**src/hw/sifh_consts.svh**
```systemverilog
`ifndef SIFH_CONSTS_SVH
`define SIFH_CONSTS_SVH

// bins per histogram, addresses 1 to NUM_BINS
`define SIFH_NUM_BINS 16

// bin address width
// must hold 0 (no hit) up to NUM_BINS
`define SIFH_BIN_W 5

// per-bin counter width
// counters stick at all ones
`define SIFH_COUNT_W 8

// guard bins on each side of the search window
`define SIFH_MARGIN 2

`endif

```
**src/hw/sifhHistPkg.sv**
```systemverilog
`include "sifh_consts.svh"

package sifhHistPkg;

    // sample bin address
    // 1-based, zero means no hit
    typedef logic [`SIFH_BIN_W-1:0] binIdx;

    // one bin's hit count
    typedef logic [`SIFH_COUNT_W-1:0] binCount;

    // histogram select
    // bit 0 coarse (CH), bit 1 fine (FH)
    // write enable on input, readout status on output
    typedef logic [1:0] histSel;

    // readout status codes
    localparam histSel SelNone = 2'b00;
    localparam histSel SelCh = 2'b01;
    localparam histSel SelFh = 2'b10;

    // builder FSM
    // acquire, then stream CH, then stream FH
    typedef enum logic [1:0] {
        ACQ,
        READ_CH,
        READ_FH
    } builderState;

endpackage

```
**src/hw/sifhWindowPkg.sv**
```systemverilog
`include "sifh_consts.svh"

package sifhWindowPkg;

    // bin index as a peak result, 1 to NUM_BINS
    typedef logic [`SIFH_BIN_W-1:0] peakIdx;

    // search window result
    // peaks of both histograms plus the derived thresholds
    typedef struct packed {
        // coarse histogram peak
        peakIdx peakCh;
        // fine histogram peak
        peakIdx peakFh;
        // lower bound, clamped at bin 1
        peakIdx thMinus;
        // upper bound, clamped at NUM_BINS
        peakIdx thPositive;
        // window width
        peakIdx delta;
    } window;

endpackage

```
**src/hw/hisBuilder.sv**
```systemverilog
`include "sifh_consts.svh"

module hisBuilder (
    input  logic                 clk,
    input  logic                 rstN,
    input  sifhHistPkg::histSel  wrEnable,
    input  logic                 acqFinish,
    input  sifhHistPkg::binIdx   addr,
    output sifhHistPkg::binCount binCounts,
    output sifhHistPkg::binIdx   rdAddr,
    output sifhHistPkg::histSel  dataFinish,
    output logic                 busy
);

    localparam sifhHistPkg::binIdx FirstBin = sifhHistPkg::binIdx'(1);
    localparam sifhHistPkg::binIdx LastBin = sifhHistPkg::binIdx'(`SIFH_NUM_BINS);
    localparam sifhHistPkg::binCount CountOne = sifhHistPkg::binCount'(1);
    localparam sifhHistPkg::binCount CountMax = '1;

    sifhHistPkg::builderState state;
    // readout pointer, walks 1..NUM_BINS per histogram
    sifhHistPkg::binIdx rdPtr;

    // bin storage, indexed by bin address
    sifhHistPkg::binCount chBins [1:`SIFH_NUM_BINS];
    sifhHistPkg::binCount fhBins [1:`SIFH_NUM_BINS];

    logic addrInRange;
    logic lastPtr;
    logic chHit;
    logic fhHit;

    // address 0 is no hit, anything past NUM_BINS is dropped too
    assign addrInRange = (addr != '0) && (addr <= LastBin);
    assign lastPtr = (rdPtr == LastBin);

    // counted only while acquiring
    // saturated bins stay put
    assign chHit = (state == sifhHistPkg::ACQ) && wrEnable[0] && addrInRange;
    assign fhHit = (state == sifhHistPkg::ACQ) && wrEnable[1] && addrInRange;

    // FSM and read pointer
    always_ff @(posedge clk or negedge rstN) begin
        if (!rstN) begin
            state <= sifhHistPkg::ACQ;
            rdPtr <= FirstBin;
        end else begin
            case (state)
                sifhHistPkg::ACQ: begin
                    // finish pulse starts the readout on the next edge
                    if (acqFinish) begin
                        state <= sifhHistPkg::READ_CH;
                        rdPtr <= FirstBin;
                    end
                end
                sifhHistPkg::READ_CH: begin
                    if (lastPtr) begin
                        state <= sifhHistPkg::READ_FH;
                        rdPtr <= FirstBin;
                    end else begin
                        rdPtr <= rdPtr + FirstBin;
                    end
                end
                sifhHistPkg::READ_FH: begin
                    // back to acquiring right after the last FH bin
                    if (lastPtr) begin
                        state <= sifhHistPkg::ACQ;
                        rdPtr <= FirstBin;
                    end else begin
                        rdPtr <= rdPtr + FirstBin;
                    end
                end
                default: begin
                    state <= sifhHistPkg::ACQ;
                    rdPtr <= FirstBin;
                end
            endcase
        end
    end

    // bin counters
    // zeroed by reset and again as each bin is read out
    always_ff @(posedge clk or negedge rstN) begin
        if (!rstN) begin
            for (int i = 1; i <= `SIFH_NUM_BINS; i++) begin
                chBins[i] <= '0;
                fhBins[i] <= '0;
            end
        end else begin
            if (chHit && (chBins[addr] != CountMax)) begin
                chBins[addr] <= chBins[addr] + CountOne;
            end
            if (fhHit && (fhBins[addr] != CountMax)) begin
                fhBins[addr] <= fhBins[addr] + CountOne;
            end
            // clear on read
            if (state == sifhHistPkg::READ_CH) begin
                chBins[rdPtr] <= '0;
            end
            if (state == sifhHistPkg::READ_FH) begin
                fhBins[rdPtr] <= '0;
            end
        end
    end

    // readout data, qualified by dataFinish
    always_ff @(posedge clk) begin
        if (state == sifhHistPkg::READ_CH) begin
            binCounts <= chBins[rdPtr];
            rdAddr <= rdPtr;
        end else if (state == sifhHistPkg::READ_FH) begin
            binCounts <= fhBins[rdPtr];
            rdAddr <= rdPtr;
        end
    end

    // stream status, one code per histogram
    always_ff @(posedge clk or negedge rstN) begin
        if (!rstN) begin
            dataFinish <= sifhHistPkg::SelNone;
        end else begin
            case (state)
                sifhHistPkg::READ_CH: dataFinish <= sifhHistPkg::SelCh;
                sifhHistPkg::READ_FH: dataFinish <= sifhHistPkg::SelFh;
                default:              dataFinish <= sifhHistPkg::SelNone;
            endcase
        end
    end

    // busy spans exactly the streamed bins
    assign busy = (dataFinish != sifhHistPkg::SelNone);

    // the two histograms never stream together
    dataFinishOneHot: assert property (@(posedge clk) disable iff (!rstN)
        dataFinish != 2'b11);

    // no counting during readout
    // a bin either holds or gets cleared
    for (genvar b = 1; b <= `SIFH_NUM_BINS; b++) begin : gBinFreeze
        binsFrozen: assert property (@(posedge clk) disable iff (!rstN)
            (state != sifhHistPkg::ACQ) |=>
                ($stable(chBins[b]) || (chBins[b] == '0)) &&
                ($stable(fhBins[b]) || (fhBins[b] == '0)));
    end

endmodule

```
**src/hw/peakDetector.sv**
```systemverilog
`include "sifh_consts.svh"

module peakDetector (
    input  logic                  clk,
    input  logic                  rstN,
    input  sifhHistPkg::binCount  binCounts,
    input  sifhHistPkg::binIdx    rdAddr,
    input  sifhHistPkg::histSel   dataFinish,
    output sifhWindowPkg::peakIdx peakCh,
    output sifhWindowPkg::peakIdx peakFh,
    output logic                  peakValid
);

    localparam sifhHistPkg::binIdx FirstBin = sifhHistPkg::binIdx'(1);
    localparam sifhHistPkg::binIdx LastBin = sifhHistPkg::binIdx'(`SIFH_NUM_BINS);

    // running maximum over the current histogram
    sifhHistPkg::binCount runMax;
    sifhHistPkg::binIdx runIdx;
    sifhHistPkg::binCount nextMax;
    sifhHistPkg::binIdx nextIdx;

    logic binValid;
    logic restart;
    logic fhStart;
    logic lastFh;

    assign binValid = (dataFinish != sifhHistPkg::SelNone);
    // bin 1 opens each histogram
    assign restart = (rdAddr == FirstBin);
    // stream just moved to FH, running values still hold the CH result
    assign fhStart = (dataFinish == sifhHistPkg::SelFh) && restart;
    assign lastFh = (dataFinish == sifhHistPkg::SelFh) && (rdAddr == LastBin);

    // strictly greater only
    // ties keep the lower index, empty histogram keeps bin 1
    always_comb begin
        if (restart || (binCounts > runMax)) begin
            nextMax = binCounts;
            nextIdx = rdAddr;
        end else begin
            nextMax = runMax;
            nextIdx = runIdx;
        end
    end

    // search state and results
    always_ff @(posedge clk) begin
        if (binValid) begin
            runMax <= nextMax;
            runIdx <= nextIdx;
        end
        if (fhStart) begin
            peakCh <= sifhWindowPkg::peakIdx'(runIdx);
        end
        // last FH bin still has to be folded in
        if (lastFh) begin
            peakFh <= sifhWindowPkg::peakIdx'(nextIdx);
        end
    end

    // one cycle after the last FH bin
    always_ff @(posedge clk or negedge rstN) begin
        if (!rstN) begin
            peakValid <= 1'b0;
        end else begin
            peakValid <= lastFh;
        end
    end

    // result only lands once the builder has stopped streaming
    peakAfterStream: assert property (@(posedge clk) disable iff (!rstN)
        peakValid |-> (dataFinish == sifhHistPkg::SelNone));

endmodule

```
**src/hw/thresholdWindow.sv**
```systemverilog
`include "sifh_consts.svh"

module thresholdWindow (
    input  logic                  clk,
    input  logic                  rstN,
    input  sifhWindowPkg::peakIdx peakCh,
    input  sifhWindowPkg::peakIdx peakFh,
    input  logic                  peakValid,
    output sifhWindowPkg::window  win,
    output logic                  winValid
);

    localparam sifhWindowPkg::peakIdx Margin = sifhWindowPkg::peakIdx'(`SIFH_MARGIN);
    localparam sifhWindowPkg::peakIdx FirstBin = sifhWindowPkg::peakIdx'(1);
    localparam sifhWindowPkg::peakIdx LastBin = sifhWindowPkg::peakIdx'(`SIFH_NUM_BINS);

    sifhWindowPkg::peakIdx lowPeak;
    sifhWindowPkg::peakIdx highPeak;
    sifhWindowPkg::peakIdx thLow;
    sifhWindowPkg::peakIdx thHigh;
    // one extra bit so peak plus margin cannot wrap
    logic [`SIFH_BIN_W:0] highSum;
    sifhWindowPkg::window winNext;

    always_comb begin
        // order the two peaks
        if (peakCh <= peakFh) begin
            lowPeak = peakCh;
            highPeak = peakFh;
        end else begin
            lowPeak = peakFh;
            highPeak = peakCh;
        end
        // lower edge, clamp at bin 1
        thLow = (lowPeak > Margin) ? (lowPeak - Margin) : FirstBin;
        // upper edge, clamp at last bin
        highSum = {1'b0, highPeak} + {1'b0, Margin};
        thHigh = (highSum > {1'b0, LastBin}) ? LastBin : highSum[`SIFH_BIN_W-1:0];
        winNext.peakCh = peakCh;
        winNext.peakFh = peakFh;
        winNext.thMinus = thLow;
        winNext.thPositive = thHigh;
        winNext.delta = thHigh - thLow;
    end

    // win holds until the next peak result
    always_ff @(posedge clk or negedge rstN) begin
        if (!rstN) begin
            win <= '0;
            winValid <= 1'b0;
        end else begin
            winValid <= peakValid;
            if (peakValid) begin
                win <= winNext;
            end
        end
    end

    // clamping must never invert the window
    windowOrdered: assert property (@(posedge clk) disable iff (!rstN)
        winValid |-> (win.thMinus <= win.thPositive));

endmodule

```
**src/hw/sifhPeakTop.sv**
```systemverilog
module sifhPeakTop (
    input  logic                 clk,
    input  logic                 rstN,
    input  sifhHistPkg::histSel  wrEnable,
    input  logic                 acqFinish,
    input  sifhHistPkg::binIdx   addr,
    output sifhWindowPkg::window win,
    output logic                 winValid,
    output logic                 busy
);

    // builder to detector, one bin per cycle
    sifhHistPkg::binCount binCounts;
    sifhHistPkg::binIdx rdAddr;
    sifhHistPkg::histSel dataFinish;

    // detector to window stage
    sifhWindowPkg::peakIdx peakCh;
    sifhWindowPkg::peakIdx peakFh;
    logic peakValid;

    // accumulate both histograms, stream them out on acqFinish
    hisBuilder u_hisBuilder (
        .clk        (clk),
        .rstN       (rstN),
        .wrEnable   (wrEnable),
        .acqFinish  (acqFinish),
        .addr       (addr),
        .binCounts  (binCounts),
        .rdAddr     (rdAddr),
        .dataFinish (dataFinish),
        .busy       (busy)
    );

    // largest bin of CH and FH
    peakDetector u_peakDetector (
        .clk        (clk),
        .rstN       (rstN),
        .binCounts  (binCounts),
        .rdAddr     (rdAddr),
        .dataFinish (dataFinish),
        .peakCh     (peakCh),
        .peakFh     (peakFh),
        .peakValid  (peakValid)
    );

    // peaks to clamped search window
    thresholdWindow u_thresholdWindow (
        .clk        (clk),
        .rstN       (rstN),
        .peakCh     (peakCh),
        .peakFh     (peakFh),
        .peakValid  (peakValid),
        .win        (win),
        .winValid   (winValid)
    );

endmodule

```
**config.mk**
```make
export PLATFORM = sky130hd
export DESIGN_NAME = sifhPeakTop
export DESIGN_NICKNAME = d
export VERILOG_FILES = /design/src/hw/sifhHistPkg.sv /design/src/hw/sifhWindowPkg.sv /design/src/hw/hisBuilder.sv /design/src/hw/peakDetector.sv /design/src/hw/thresholdWindow.sv /design/src/hw/sifhPeakTop.sv
export VERILOG_INCLUDE_DIRS = /design/src /design/src/hw
export SDC_FILE = /design/constraint.sdc
export NUM_CORES = 1
export LEC_CHECK = 0
export ABC_AREA = 1
export ABC_CLOCK_PERIOD_IN_PS = 3600
export BUFFER_PORTS_ARGS = -buffer_cell sky130_fd_sc_hd__buf_2
export CAP_MARGIN = 20
export CELL_PAD_IN_SITES_DETAIL_PLACEMENT = 1
export CELL_PAD_IN_SITES_GLOBAL_PLACEMENT = 2
export CORE_AREA = 2 2 230 232
export DETAILED_ROUTE_END_ITERATION = 10
export DIE_AREA = 0 0 232 234
export PLACE_DENSITY_LB_ADDON = 0.05
export SYNTH_ARGS = -nofsm -noshare
export SYNTH_HDL_FRONTEND = slang
export SYNTH_SLANG_ARGS = --single-unit
```
**constraint.sdc**
```tcl
create_clock -name clk -period 3.6 [get_ports clk]
set_clock_uncertainty 0.1 [all_clocks]
set_input_delay 0.72 -clock clk [delete_from_list [all_inputs] [get_ports clk]]
set_output_delay 0.72 -clock clk [all_outputs]
set_load 0.01 [all_outputs]
```
==> impl_metrics.csv <==
group,metric,value,unit
logic_synthesis,synthDistinctLibCells,55,
critical_path,cp_cell_sequence,"ha_1, nand2_1, nor2_1, nand2_1, nand3_1, buf_6, nand3_1, nand2_2, ha_2, nand2_1, nand2_1, nand2_1, buf_4, nand2_1, inv_1, fa_1, nor2_1, nand3_1, nand2_1, nand2_1, nand3_1, nand2_1",
global_routing,grt_antenna_before_repair,0,
cts,clk_root_buffer_cell,"clkbuf_16",
logic_synthesis,ys.flop_type,"dfrtp_1",
logic_synthesis,async_flop_share,89.0,%
critical_path,crit_path_frequent_cell,"nand2_1",
logic_synthesis,ys_seq_area_share,42.9,%
run,drv_cap,0,
sta,finalCriticalPeriod,3.32,ns
placement,gp_congestion,0.961,
pwr,p_per_area,689,nW/um^2
critical_path,cp-start-kind,"flip-flop",
die,ioPinCount,37,
critical_path,crit_slowest_cell,"edfxtp_1",
logic_synthesis,ys_warn_count,0,
sta,slew_violations,0,
pwr,p_total,15.7,mW
route,drc_errors,0,
die,rows,84,
die,start_util,37.6,%
sta,fmax,0.301,GHz
logic_synthesis,synth.most_common_cell,"nand2_1",
logic_synthesis,mappedNetlistArea,19600,sq um
die,dieArea,54300,sq um
final_layout,antenna_cells,0,
logic_synthesis,synth_edf_count,36,
global_routing,grt.overflow.total,0,
critical_path,crit_type,"flip-flop to flip-flop",
route,ant_nets,0,
pwr,max-vdd-ir-drop,0.345,mV
cts,clock_sinks,328,
outcome,outcome,"finished, final reports clean",
critical_path,crit_required,3.95,ns
sta,report.final.setup_viol,0,
logic_synthesis,yosysTopAreaCell,"dfrtp_1",
logic_synthesis,syn_nets,2710,
final_layout,fin_nets,2834,
global_routing,grt.total_usage,31.6,%
logic_synthesis,synth.top_cells.by_count,"nand2_1, inv_1, dfrtp_1",
die,die_h,234,um
sta,hold_violations,0,
route,first_pass_iters,5,
route,drt-wirelength-per-cell,24.3,um
logic_synthesis,synth.top_cell.area_share,37.2,%
logic_synthesis,netlist_instances,2671,
route,vias,19393,
sta,whs,0.0491,ns
sta,worst_pin_slew,0.945,ns
cts,numCtsBuffers,42,
route,via_per_inst,5.52,
critical_path,critPathCaptureType,"flip-flop",
final_layout,drive_gt1_share,13.0,%
global_routing,grt_max_degree,85,
pwr,p_leak,11.9,nW
final_layout,area_growth,16.7,%
logic_synthesis,synthTopCellsByArea,"dfrtp_1, nand2_1, inv_1",
route,drt-total-wl,85400,um
die,die_w,232,um
worst_hold_path,hold_class,"primary input to asynchronous set/reset pin",
sta,timing.slew.headroom,36.8,%
sta,setup_tns,0,ns
global_routing,grt_pass1_vias,19596,
critical_path,cp_slowest_stage_delay,0.43,ns
logic_synthesis,ys_ff_latch,328,
die,core_area,52000,sq um
cts,max-clock-path-buffers,3,
placement,port_buffers,36,
cts,h-tree-depth,2,
global_routing,grt_pass1_wl,127000,um
cts,clock_latency,0.58,ns
placement,hpwl,63400,um
cts,cts_tree,"done",
cts,path_clk_slew,0.06,ns
sta,period_share,92.3,%
critical_path,critPathMaxFanout,11,
cts,cts_hold_buf,0,
critical_path,cp.arrival,3.68,ns
route,first_iter_violations,1519,
logic_synthesis,syn_area_per_cell,7.33,sq um
==> worst paths after layout <==
check | slack [ns] | to | from | cells past startpoint
setup reg to reg | 0.28 | u_thresholdWindow.win[4]$_DFFE_PN0P_ | u_peakDetector.peakCh[3]$_DFFE_PP_ | 22
hold / removal | 0.05 | u_thresholdWindow.win[15]$_DFFE_PN0P_ | rstN | 1
hold reg to reg | 0.35 | u_peakDetector.runMax[0]$_DFFE_PP_ | u_hisBuilder.binCounts[0]$_DFFE_PP_ | 0
max in group asynchronous | 2.42 | u_hisBuilder.chBins[10]$_DFF_PN0_ | rstN | 2
min in group clk | 0.35 | u_peakDetector.runMax[0]$_DFFE_PP_ | u_hisBuilder.binCounts[0]$_DFFE_PP_ | 0
setup / recovery | 0.28 | u_thresholdWindow.win[4]$_DFFE_PN0P_ | u_peakDetector.peakCh[3]$_DFFE_PP_ | 22
==> cell usage in the layout (no fill, tap or decap), types with 14 or more instances in the layout <==
| master | instances |
|---|---|
| a21oi_1 | 282 |
| buf_12 | 22 |
| buf_2 | 35 |
| buf_4 | 142 |
| clkbuf_16 | 43 |
| dfrtp_1 | 291 |
| edfxtp_1 | 36 |
| ha_1 | 26 |
| inv_1 | 411 |
| inv_2 | 33 |
| nand2_1 | 750 |
| nand3_1 | 64 |
| nor2_1 | 149 |
| o2111ai_1 | 14 |
| o21ai_0 | 182 |
| o21ai_1 | 48 |
| o221ai_1 | 36 |
| o22ai_1 | 76 |
==> stage by stage <==
| stage | setup WS [ns] | std cells | area [sq um] | util [%] |
|---|---|---|---|---|
| after floorplan | 0.240 | 2671 | 19600 | - |
| after global placement | -0.182 | 3435 | 21400 | 41.2 |
| after detailed placement | -0.156 | 3435 | 21400 | 41.2 |
| after CTS | 0.0415 | 3512 | 22800 | 43.8 |
| after global routing | -0.0196 | 3516 | 22800 | 43.9 |
| final | 0.276 | 3516 | 22800 | 43.9 |
==> flip-flops by register name, indices dropped and copies added (netlist names) <==
signal / flops
u_peakDetector.peakCh: 5
u_hisBuilder.binCounts: 8
u_hisBuilder.rdPtr: 5
u_hisBuilder.state: 2
u_hisBuilder.dataFinish: 2
u_peakDetector.peakFh: 5
u_thresholdWindow.winValid: 1
u_peakDetector.runIdx: 5
u_peakDetector.peakValid: 1
u_peakDetector.runMax: 8
u_hisBuilder.rdAddr: 5
u_hisBuilder.chBins: 128
u_thresholdWindow.win: 25
u_hisBuilder.fhBins: 128
==> critical path, delay by kind of cell, from the launching register on <==
kind / cells / cell delay [ns]
adders and majority gates: 3 / 0.94
DFF: 1 / 0.43
and+or+nand+nor: 16 / 1.34
buffers and inverters: 3 / 0.38
==> kinds of logic after synthesis <==
group | after synthesis | synth area share (%)
compound gates | 691 | 19.9
xor+xnor | 8 | 0.396
fa+ha+maj | 29 | 1.89
buf+inv | 570 | 12.3
flops | 328 | 42.9
simple gates | 1045 | 22.7
==> routing by layer <==
layer | vias to the layer above | share of wire, % | GRT usage, %
met2 | 643 | 44 | 49.6
met3 | 153 | 6.4 | 4.04
met4 | 0 | 3.5 | 11.4
met5 | - | 0 | 0
met1 | 9704 | 46 | 44.8
li1 | 8893 | - | -
==> where the power goes <==
group          leakage, nW  internal (mW)  switching, mW  total, mW
Clock                0.688           2.61           1.75       4.36
Sequential            4.24           4.91          0.636       5.55
Combinational         6.97           1.73           4.09       5.82
Total                 11.9           9.26           6.48       15.7
==> repair_timing <==
item | in CTS | in global routing
buffers inserted | 0 | 4
setup endpoints to repair | 0 | 2
gates resized for setup | 0 | 14
==> cell type report <==
| cell class | count | area (sq um) |
|---|---|---|
| well taps | 688 | 861 |
| fillers | 6487 | 29200 |
| multi-input cells | 1773 | 8810 |
| clock buffers | 56 | 1150 |
| repair buffers | 201 | 1710 |
| clock inverters | 21 | 229 |
| inverters | 449 | 1690 |
| flip-flops and latches | 328 | 8390 |
Note: power is estimated with default switching activity, not from simulation.
